**src/logic/ro_pkg.sv**
```systemverilog
package ro_pkg;

   localparam int LINE_WORDS = 16;   // 32-bit words per memory line
   localparam int LINE_BITS  = 512;

   // incoming read request
   typedef struct packed {
      logic [31:0] addr;
      logic [2:0]  arsize;
      logic [7:0]  arlen;
      logic [15:0] tag;
   } rd_req_t;

   typedef struct packed {
      logic [15:0] tag;
      logic [63:0] data;
      logic [7:0]  word_id;
      logic        last;
   } out_beat_t;

   // accepted request, word count already expanded
   typedef struct packed {
      logic [31:0] addr;
      logic [2:0]  arsize;
      logic [7:0]  n_words;
      logic [7:0]  thread;   // low bits only
      logic [15:0] tag;      // kept per thread for the output beats
   } dec_t;

   // one outstanding line read, indexed by read id
   typedef struct packed {
      logic [7:0]  thread;
      logic [15:0] valid_words;
      logic [2:0]  arsize;
      logic [7:0]  start_word_id;
   } mshr_t;

endpackage

```
**src/logic/free_list.sv**
```systemverilog
`timescale 1ns/1ns

module free_list #(
   parameter int LOG_DEPTH = 3
) (
   input  logic                 clk,
   input  logic                 rstn,
   input  logic                 release_en,
   input  logic [LOG_DEPTH-1:0] release_idx,
   input  logic                 take_en,
   output logic [LOG_DEPTH-1:0] next_idx,
   output logic                 empty,
   output logic                 full
);

   localparam int DEPTH = 2**LOG_DEPTH;

   logic [LOG_DEPTH-1:0] slots [DEPTH];
   logic [LOG_DEPTH-1:0] rd_ptr;
   logic [LOG_DEPTH-1:0] wr_ptr;
   logic [LOG_DEPTH:0]   count;

   always_ff @(posedge clk) begin
      if (!rstn) begin
         for (int i = 0; i < DEPTH; i++) begin
            slots[i] <= LOG_DEPTH'(i);   // every index free once
         end
         rd_ptr <= '0;
         wr_ptr <= '0;
         count  <= (LOG_DEPTH+1)'(DEPTH);
      end else begin
         if (release_en) begin
            slots[wr_ptr] <= release_idx;
            wr_ptr <= wr_ptr + 1'b1;
         end
         if (take_en) rd_ptr <= rd_ptr + 1'b1;
         if (release_en && !take_en) count <= count + 1'b1;
         else if (take_en && !release_en) count <= count - 1'b1;
      end
   end

   assign next_idx = slots[rd_ptr];
   assign empty    = (count == '0);
   assign full     = (count == (LOG_DEPTH+1)'(DEPTH));

   // users of the list stay within its bounds
   assert property (@(posedge clk) disable iff (!rstn) !(take_en && empty));
   assert property (@(posedge clk) disable iff (!rstn) !(release_en && full));

endmodule

```
**src/logic/ro_decode.sv**
```systemverilog
`timescale 1ns/1ns

module ro_decode import ro_pkg::*; #(
   parameter int N_THREADS = 8
) (
   input  logic                         clk,
   input  logic                         rstn,
   input  logic                         in_valid,
   output logic                         in_ready,
   input  rd_req_t                      in_req,
   input  logic                         exec_free,
   input  logic                         thread_release,
   input  logic [$clog2(N_THREADS)-1:0] release_thread,
   output logic                         dec_valid,
   output dec_t                         dec,
   output logic                         idle
);

   localparam int LOG_T = $clog2(N_THREADS);

   logic [LOG_T-1:0] thr_next;
   logic             thr_empty;
   logic [7:0]       n_elems;

   free_list #(
      .LOG_DEPTH(LOG_T)
   ) thread_list (
      .clk         (clk),
      .rstn        (rstn),
      .release_en  (thread_release),
      .release_idx (release_thread),
      .take_en     (dec_valid),
      .next_idx    (thr_next),
      .empty       (thr_empty),
      .full        (idle)      // all contexts back home
   );

   assign in_ready  = !thr_empty && exec_free;
   assign dec_valid = in_valid && in_ready;

   always_comb begin
      n_elems     = in_req.arlen + 8'd1;
      dec.addr    = in_req.addr;
      dec.arsize  = in_req.arsize;
      dec.n_words = (in_req.arsize == 3'd3) ? {n_elems[6:0], 1'b0} : n_elems;  // 8-byte = 2 words
      dec.thread  = 8'(thr_next);
      dec.tag     = in_req.tag;
   end

   // only aligned 4-byte or 8-byte elements, no element straddles a line
   assert property (@(posedge clk) disable iff (!rstn)
      dec_valid |-> (in_req.arsize == 3'd2 && in_req.addr[1:0] == 2'd0) ||
                    (in_req.arsize == 3'd3 && in_req.addr[2:0] == 3'd0));

endmodule

```
**src/logic/ro_execute.sv**
```systemverilog
`timescale 1ns/1ns

module ro_execute import ro_pkg::*; #(
   parameter int LOG_N_IDS = 3
) (
   input  logic                 clk,
   input  logic                 rstn,
   input  logic                 dec_valid,
   input  dec_t                 dec,
   output logic                 exec_free,
   output logic                 arvalid,
   input  logic                 arready,
   output logic [31:0]          araddr,
   output logic [LOG_N_IDS-1:0] arid,
   input  logic                 id_release,
   input  logic [LOG_N_IDS-1:0] release_id,
   output logic                 mshr_we,
   output logic [LOG_N_IDS-1:0] mshr_id,
   output mshr_t                mshr_entry
);

   logic        busy;
   logic [31:0] addr;
   logic [7:0]  words_left;
   logic [7:0]  thread;
   logic [2:0]  arsize;
   logic [7:0]  start_word_id;
   logic [3:0]  off;
   logic [7:0]  room;
   logic [7:0]  rd_words;
   logic        last_read;
   logic        ar_fire;
   logic        id_empty;

   free_list #(
      .LOG_DEPTH(LOG_N_IDS)
   ) id_list (
      .clk         (clk),
      .rstn        (rstn),
      .release_en  (id_release),
      .release_idx (release_id),
      .take_en     (ar_fire),
      .next_idx    (arid),
      .empty       (id_empty),
      .full        ()
   );

   assign off       = addr[5:2];                     // word offset in the line
   assign room      = 8'(LINE_WORDS) - 8'(off);
   assign last_read = (words_left <= room);
   assign rd_words  = last_read ? words_left : room;

   assign arvalid   = busy && !id_empty;             // hold off until an id is free
   assign ar_fire   = arvalid && arready;
   assign exec_free = !busy || (ar_fire && last_read);
   assign araddr    = addr;

   always_ff @(posedge clk) begin
      if (!rstn) busy <= 1'b0;
      else if (dec_valid) busy <= 1'b1;
      else if (ar_fire && last_read) busy <= 1'b0;
   end

   always_ff @(posedge clk) begin
      if (dec_valid) begin
         addr          <= dec.addr;
         words_left    <= dec.n_words;
         thread        <= dec.thread;
         arsize        <= dec.arsize;
         start_word_id <= '0;
      end else if (ar_fire && !last_read) begin
         addr       <= {addr[31:6] + 26'd1, 6'd0};   // next line base
         words_left <= words_left - rd_words;
         start_word_id <= start_word_id + ((arsize == 3'd3) ? (rd_words >> 1) : rd_words);
      end
   end

   always_comb begin
      mshr_entry.thread        = thread;
      mshr_entry.arsize        = arsize;
      mshr_entry.start_word_id = start_word_id;
      for (int i = 0; i < LINE_WORDS; i++) begin
         mshr_entry.valid_words[i] = (i >= int'(off)) && (i < int'(off) + int'(rd_words));
      end
   end

   assign mshr_we = ar_fire;
   assign mshr_id = arid;

   // address channel holds its request until taken
   assert property (@(posedge clk) disable iff (!rstn)
      arvalid && !arready |=> arvalid && $stable(araddr) && $stable(arid));

endmodule

```
**src/logic/ro_result.sv**
```systemverilog
`timescale 1ns/1ns

module ro_result import ro_pkg::*; #(
   parameter int N_THREADS = 8,
   parameter int LOG_N_IDS = 3
) (
   input  logic                         clk,
   input  logic                         rstn,
   input  logic                         rvalid,
   output logic                         rready,
   input  logic [LOG_N_IDS-1:0]         rid,
   input  logic [LINE_BITS-1:0]         rdata,
   input  logic                         mshr_we,
   input  logic [LOG_N_IDS-1:0]         mshr_id,
   input  mshr_t                        mshr_entry,
   input  logic                         dec_valid,
   input  dec_t                         dec,
   output logic                         out_valid,
   input  logic                         out_ready,
   output out_beat_t                    out_beat,
   output logic                         id_release,
   output logic [LOG_N_IDS-1:0]         release_id,
   output logic                         thread_release,
   output logic [$clog2(N_THREADS)-1:0] release_thread
);

   localparam int LOG_T = $clog2(N_THREADS);

   typedef struct packed {
      logic [LOG_N_IDS-1:0] id;
      logic [LINE_BITS-1:0] data;
   } rd_entry_t;

   rd_entry_t  rd_fifo [4];
   rd_entry_t  head;
   logic [1:0] fifo_wr;
   logic [1:0] fifo_rd;
   logic [2:0] fifo_count;
   logic       fifo_push;
   logic       fifo_pop;

   mshr_t       mshr [2**LOG_N_IDS];
   logic [15:0] thr_tag [N_THREADS];
   logic [7:0]  thr_left [N_THREADS];   // words still owed to the thread

   logic                 cur_valid;
   logic [LINE_BITS-1:0] cur_data;
   logic [15:0]          cur_words;
   logic [2:0]           cur_arsize;
   logic [LOG_T-1:0]     cur_thread;
   logic [7:0]           cur_word_id;

   logic        pair;
   logic [3:0]  low;
   logic [3:0]  high;
   logic [7:0]  beat_words;
   logic [15:0] next_words;
   logic        beat_fire;
   logic        line_done;

   assign rready     = (fifo_count != 3'd4);
   assign fifo_push  = rvalid && rready;
   assign head       = rd_fifo[fifo_rd];
   assign line_done  = beat_fire && (next_words == '0);
   assign fifo_pop   = (fifo_count != 3'd0) && (!cur_valid || line_done);
   assign id_release = fifo_pop;
   assign release_id = head.id;

   always_ff @(posedge clk) begin
      if (!rstn) begin
         fifo_wr    <= '0;
         fifo_rd    <= '0;
         fifo_count <= '0;
         cur_valid  <= 1'b0;
      end else begin
         if (fifo_push) fifo_wr <= fifo_wr + 1'b1;
         if (fifo_pop) fifo_rd <= fifo_rd + 1'b1;
         if (fifo_push && !fifo_pop) fifo_count <= fifo_count + 1'b1;
         else if (fifo_pop && !fifo_push) fifo_count <= fifo_count - 1'b1;
         if (fifo_pop) cur_valid <= 1'b1;
         else if (line_done) cur_valid <= 1'b0;
      end
   end

   always_ff @(posedge clk) begin
      if (fifo_push) rd_fifo[fifo_wr] <= '{id: rid, data: rdata};
      if (mshr_we) mshr[mshr_id] <= mshr_entry;
      if (beat_fire) thr_left[cur_thread] <= thr_left[cur_thread] - beat_words;
      if (dec_valid) begin
         thr_tag[dec.thread[LOG_T-1:0]]  <= dec.tag;
         thr_left[dec.thread[LOG_T-1:0]] <= dec.n_words;
      end
      if (fifo_pop) begin
         cur_data    <= head.data;
         cur_words   <= mshr[head.id].valid_words;
         cur_arsize  <= mshr[head.id].arsize;
         cur_thread  <= mshr[head.id].thread[LOG_T-1:0];
         cur_word_id <= mshr[head.id].start_word_id;
      end else if (beat_fire) begin
         cur_words   <= next_words;
         cur_word_id <= cur_word_id + 8'd1;
      end
   end

   always_comb begin
      low = '0;
      for (int i = LINE_WORDS-1; i >= 0; i--) begin
         if (cur_words[i]) low = 4'(i);   // lowest wanted word wins
      end
      pair       = (cur_arsize == 3'd3);
      high       = low | 4'd1;            // pairs are 8-byte aligned
      beat_words = pair ? 8'd2 : 8'd1;
      next_words = cur_words;
      next_words[low] = 1'b0;
      if (pair) next_words[high] = 1'b0;
      out_beat.tag         = thr_tag[cur_thread];
      out_beat.data[31:0]  = cur_data[low*32 +: 32];
      out_beat.data[63:32] = pair ? cur_data[high*32 +: 32] : 32'd0;
      out_beat.word_id     = cur_word_id;
      out_beat.last        = (thr_left[cur_thread] == beat_words);
   end

   assign out_valid      = cur_valid;
   assign beat_fire      = out_valid && out_ready;
   assign thread_release = beat_fire && out_beat.last;
   assign release_thread = cur_thread;

   // output beat waits unchanged for the consumer
   assert property (@(posedge clk) disable iff (!rstn)
      out_valid && !out_ready |=> out_valid && $stable(out_beat));

endmodule

```
**src/logic/ro_stage.sv**
```systemverilog
`timescale 1ns/1ns

module ro_stage import ro_pkg::*; #(
   parameter int N_THREADS = 8,
   parameter int LOG_N_IDS = 3
) (
   input  logic                 clk,
   input  logic                 rstn,
   input  logic                 in_valid,
   output logic                 in_ready,
   input  rd_req_t              in_req,
   output logic                 arvalid,
   input  logic                 arready,
   output logic [31:0]          araddr,
   output logic [LOG_N_IDS-1:0] arid,
   input  logic                 rvalid,
   output logic                 rready,
   input  logic [LOG_N_IDS-1:0] rid,
   input  logic [LINE_BITS-1:0] rdata,
   output logic                 out_valid,
   input  logic                 out_ready,
   output out_beat_t            out_beat,
   output logic                 idle
);

   logic                         dec_valid;
   dec_t                         dec;
   logic                         exec_free;
   logic                         mshr_we;
   logic [LOG_N_IDS-1:0]         mshr_id;
   mshr_t                        mshr_entry;
   logic                         thread_release;
   logic [$clog2(N_THREADS)-1:0] release_thread;
   logic                         id_release;
   logic [LOG_N_IDS-1:0]         release_id;

   // port names line up across the three blocks
   ro_decode #(.N_THREADS(N_THREADS)) decode_inst (.*);

   ro_execute #(.LOG_N_IDS(LOG_N_IDS)) execute_inst (.*);

   ro_result #(
      .N_THREADS (N_THREADS),
      .LOG_N_IDS (LOG_N_IDS)
   ) result_inst (.*);

endmodule

```
**config.mk**
```make
export PLATFORM = sky130hd
export DESIGN_NAME = ro_stage
export DESIGN_NICKNAME = d
export VERILOG_FILES = /design/src/logic/ro_pkg.sv /design/src/logic/free_list.sv /design/src/logic/ro_decode.sv /design/src/logic/ro_execute.sv /design/src/logic/ro_result.sv /design/src/logic/ro_stage.sv
export SDC_FILE = /design/constraint.sdc
export NUM_CORES = 2
export LEC_CHECK = 0
export BUFFER_PORTS_ARGS = -buffer_cell sky130_fd_sc_hd__buf_4
export CORE_ASPECT_RATIO = 0.8
export CORE_MARGIN = 4
export CORE_UTILIZATION = 50
export DETAILED_ROUTE_END_ITERATION = 16
export PLACE_DENSITY = 0.74
export SKIP_LAST_GASP = 1
export SYNTH_ARGS = -nofsm -noshare
export SYNTH_HDL_FRONTEND = slang
export SYNTH_SLANG_ARGS = --single-unit
```
**constraint.sdc**
```tcl
create_clock -name clk -period 14.5 [get_ports clk]
set_input_delay 2.175 -clock clk [delete_from_list [all_inputs] [get_ports clk]]
set_output_delay 2.175 -clock clk [all_outputs]
set_load 0.02 [all_outputs]
```
==> run summary <==
All-layer global routing usage = 0.2840
Chip height = 451.5 µm
Routed WL = 366900 µm
Pin count of the biggest net entering global routing = 158
Share of Yosys cell area claimed by the top area cell type = 0.7640
Vias = 67.76k
Reg-to-Reg Start = result_inst.cur_words[7]
Flop2flop setup slack = 7810 ps
GRT overflow = 0
Post-synth EDFFs = 3128
Vias in the first global route = 64.48k
Area post-placement = 132200 µm²
CTS buffer count = 307
Max_slew headroom = 0.06047
Drt initial violations = 10.29k
Measured slew at the worst slew-check pin = 1400 ps
Mapped Cells = 6320
Final RePlAce weighted congestion = 1.007
Yosys top cell by area = edfxtp_1
Sequential share of the synthesized area = 0.7718
Final setup viols = 0
Run status = completed
Max-Cap Viols = 0
Post-CTS Resized = 0
Final ANT Viol Nets = 0
Crit path from = result_inst.cur_words[0]
Sequential fraction of design power = 0.442
Kind of critical path = flip-flop to output pin
Sw frac = 0.3499
Tcrit/Tclk final = 0.5636
Ranking of synthesized cells by area = edfxtp_1 (76%), mux4_2 (12%), nand2_1 (2.6%)
Count of warnings emitted by yosys = 0
Int Pwr = 0.02005 W
Routed len/inst = 34.33 µm
Area delta synth->final = 15.68%
Ys flop type = edfxtp_1
Crit end category = output pin
Arr. time, crit path = 6000 ps
IO Pins = 709
Initial Utilization = 0.5038
Nets = 7721
H-Tree Level Count = 5
Post-CTS Setup Bufs = 0
Worst-Skew Late Latency = 890 ps
Via density = 6.339
Startpoint types = flip-flop
Router iterations before antenna repair = 9
Worst R2R End = result_inst.fifo_count[2]
Post-detail-place hpwl = 247800 µm
Tmin final = 8172 ps
Clk root buf = clkbuf_16
Die area = 253900 µm²
Port bufs = 708
Hold-fix buffers at CTS = 0
Static leakage = 46.91 nW
Die X = 562.4 µm
FF-to-FF path depth = 15
# DRC = 0
Clock network power share = 0.257
Max Clk Rate = 122.4 MHz
Fin Clk Skew = 47.52 ps
Synth async-reset ratio = 0
Crit path required time = 12320 ps
Clk slew on worst S/H paths = 60 ps
Std cell rows = 162
CTS tree = done
Most common library cell in the layout ignoring fill and taps = edfxtp_1
HP Class = flip-flop to flip-flop
Crit path max fanout = 84
Antenna violations before repair = 171
Post-Syn Area per Cell = 19.45 µm²
Max-slew violations = 0
First-pass GRT wire length = 505100 µm
Most frequent cells in the layout = edfxtp_1 (3128), nand2_1 (859), buf_4 (788)
RSZ-0062 raised after global routing = no
CP Capture Point = out_beat[51]
Fin. Hold Viols = 0
Max clock buf depth = 4
Post-layout instance area = 142200 µm²
Post-synthesis cell type count = 76
Combinational share of power = 0.301
CTS sink cnt = 3176
Netlist Area Pre-Place = 122900 µm²
Pwr Density = 216.8 nW/µm²
Hold Worst Slack = 476.4 ps
Layout cell share with drive strength beyond 1 = 0.2669
Core Box Area = 244000 µm²
P_sw = 0.01079 W
Number of synthesized register bits = 3176
Peak supply drop = 0.0001735 V
-- cell type report --
class	instances	area [µm²]
timing repair buffer	802	6196
multi-input combinational	2769	26860
clock inverter	172	1728
inverter	34	127.6
sequential	3176	94900
clock buffer	371	8093
antenna	84	210.2
tap	3280	4104
fill	17490	101800
-- cell usage after synthesis (all sizes together), types with 5 or more instances --
cell type / number
a2111oi: 5
a211oi: 6
a21boi: 7
a21o: 12
a21oi: 64
a22oi: 5
a311oi: 90
a31oi: 34
a32o: 6
a32oi: 21
and2: 5
and3: 120
buf: 112
clkbuf: 230
dfxtp: 48
edfxtp: 3128
fa: 7
ha: 44
inv: 33
mux2: 30
mux2i: 161
mux4: 633
nand2: 861
nand2b: 23
nand3: 180
nand4: 24
nor2: 122
nor2b: 11
nor3: 34
nor3b: 6
nor4: 10
o211ai: 5
o21a: 5
o21ai: 72
o21bai: 10
o31ai: 8
or2: 8
or3: 9
or4: 18
xnor2: 32
xor2: 37
-- critical path: stages, from the launching register on --
cell       delay, ps
edfxtp_1         570
nor2_1           250
o311ai_0         290
o21ai_4          480
buf_4            870
buf_4            820
nand2_1          130
and3_1           220
a2111oi_2       1050
buf_4            300
-- power by group through the flow --
stage	combinational (W)	clock (W)	sequential [W]
global route	0.00965	0.00842	0.0137
finish	0.00928	0.00792	0.0136
floorplan	0.00562	0	0.0131
CTS	0.00909	0.00801	0.0135
global placement	0.00892	0	0.0137
detailed placement	0.00904	0	0.0137
-- worst min path at each step --
stage	cells past startpoint	slack, ps	endpoint	from
floorplan	2	450	flip-flop	result_inst.fifo_rd[1]
global route	2	490	flip-flop	result_inst.fifo_rd[1]
CTS	2	480	flip-flop	result_inst.fifo_rd[1]
finish	2	480	flip-flop	result_inst.fifo_rd[1]
detailed placement	2	460	flip-flop	result_inst.fifo_rd[1]
global placement	2	450	flip-flop	result_inst.fifo_rd[1]
-- sequential cells by signal, indices dropped and copies added (netlist names), 4 cells and up, named ones only --
register	cells
execute_inst.araddr	32
decode_inst.thread_list.count	4
result_inst.rd_fifo	2060
execute_inst.id_list.slots	24
execute_inst.words_left	8
result_inst.mshr	240
result_inst.thr_left	64
result_inst.cur_data	512
decode_inst.thread_list.slots	24
result_inst.cur_word_id	8
execute_inst.id_list.count	4
execute_inst.start_word_id	8
result_inst.thr_tag	128
result_inst.cur_words	16
-- per-stage QoR --
stage	power, W	worst slack [ps]	util	TNS (ps)	cells
2_1_floorplan	0.01872	-296.2	-	-152550	6321
3_3_place_gp	0.02259	7462	0.5417	0	10060
3_5_place_dp	0.02273	7546	0.5417	0	10060
4_1_cts	0.03063	6576	0.5819	0	10600
5_1_grt	0.03171	6312	0.5823	0	10640
6_report	0.03084	6328	0.5828	0	10690
-- layer usage --
layer,share of wire,track usage
met4,0.055,0.1330
met1,0.37,0.3915
met5,0.0016,0.0003731
met2,0.44,0.4067
met3,0.14,0.1023
-- logic make-up (layout without fill, tap and decap cells) --
family          Yosys count  in the layout  share of synthesized area
flops                  3176           3176                     0.7718
simple gates           1444           1444                    0.05205
mux                     824            824                     0.1318
compound gates          379            379                    0.02166
buf+inv                 376           1379                    0.01211
xor+xnor                 69             69                   0.004915
fa+ha+maj                51             51                   0.005618
other cells               1             86                 0.00003050
No activity file was read; power rests on OpenSTA's default activity.
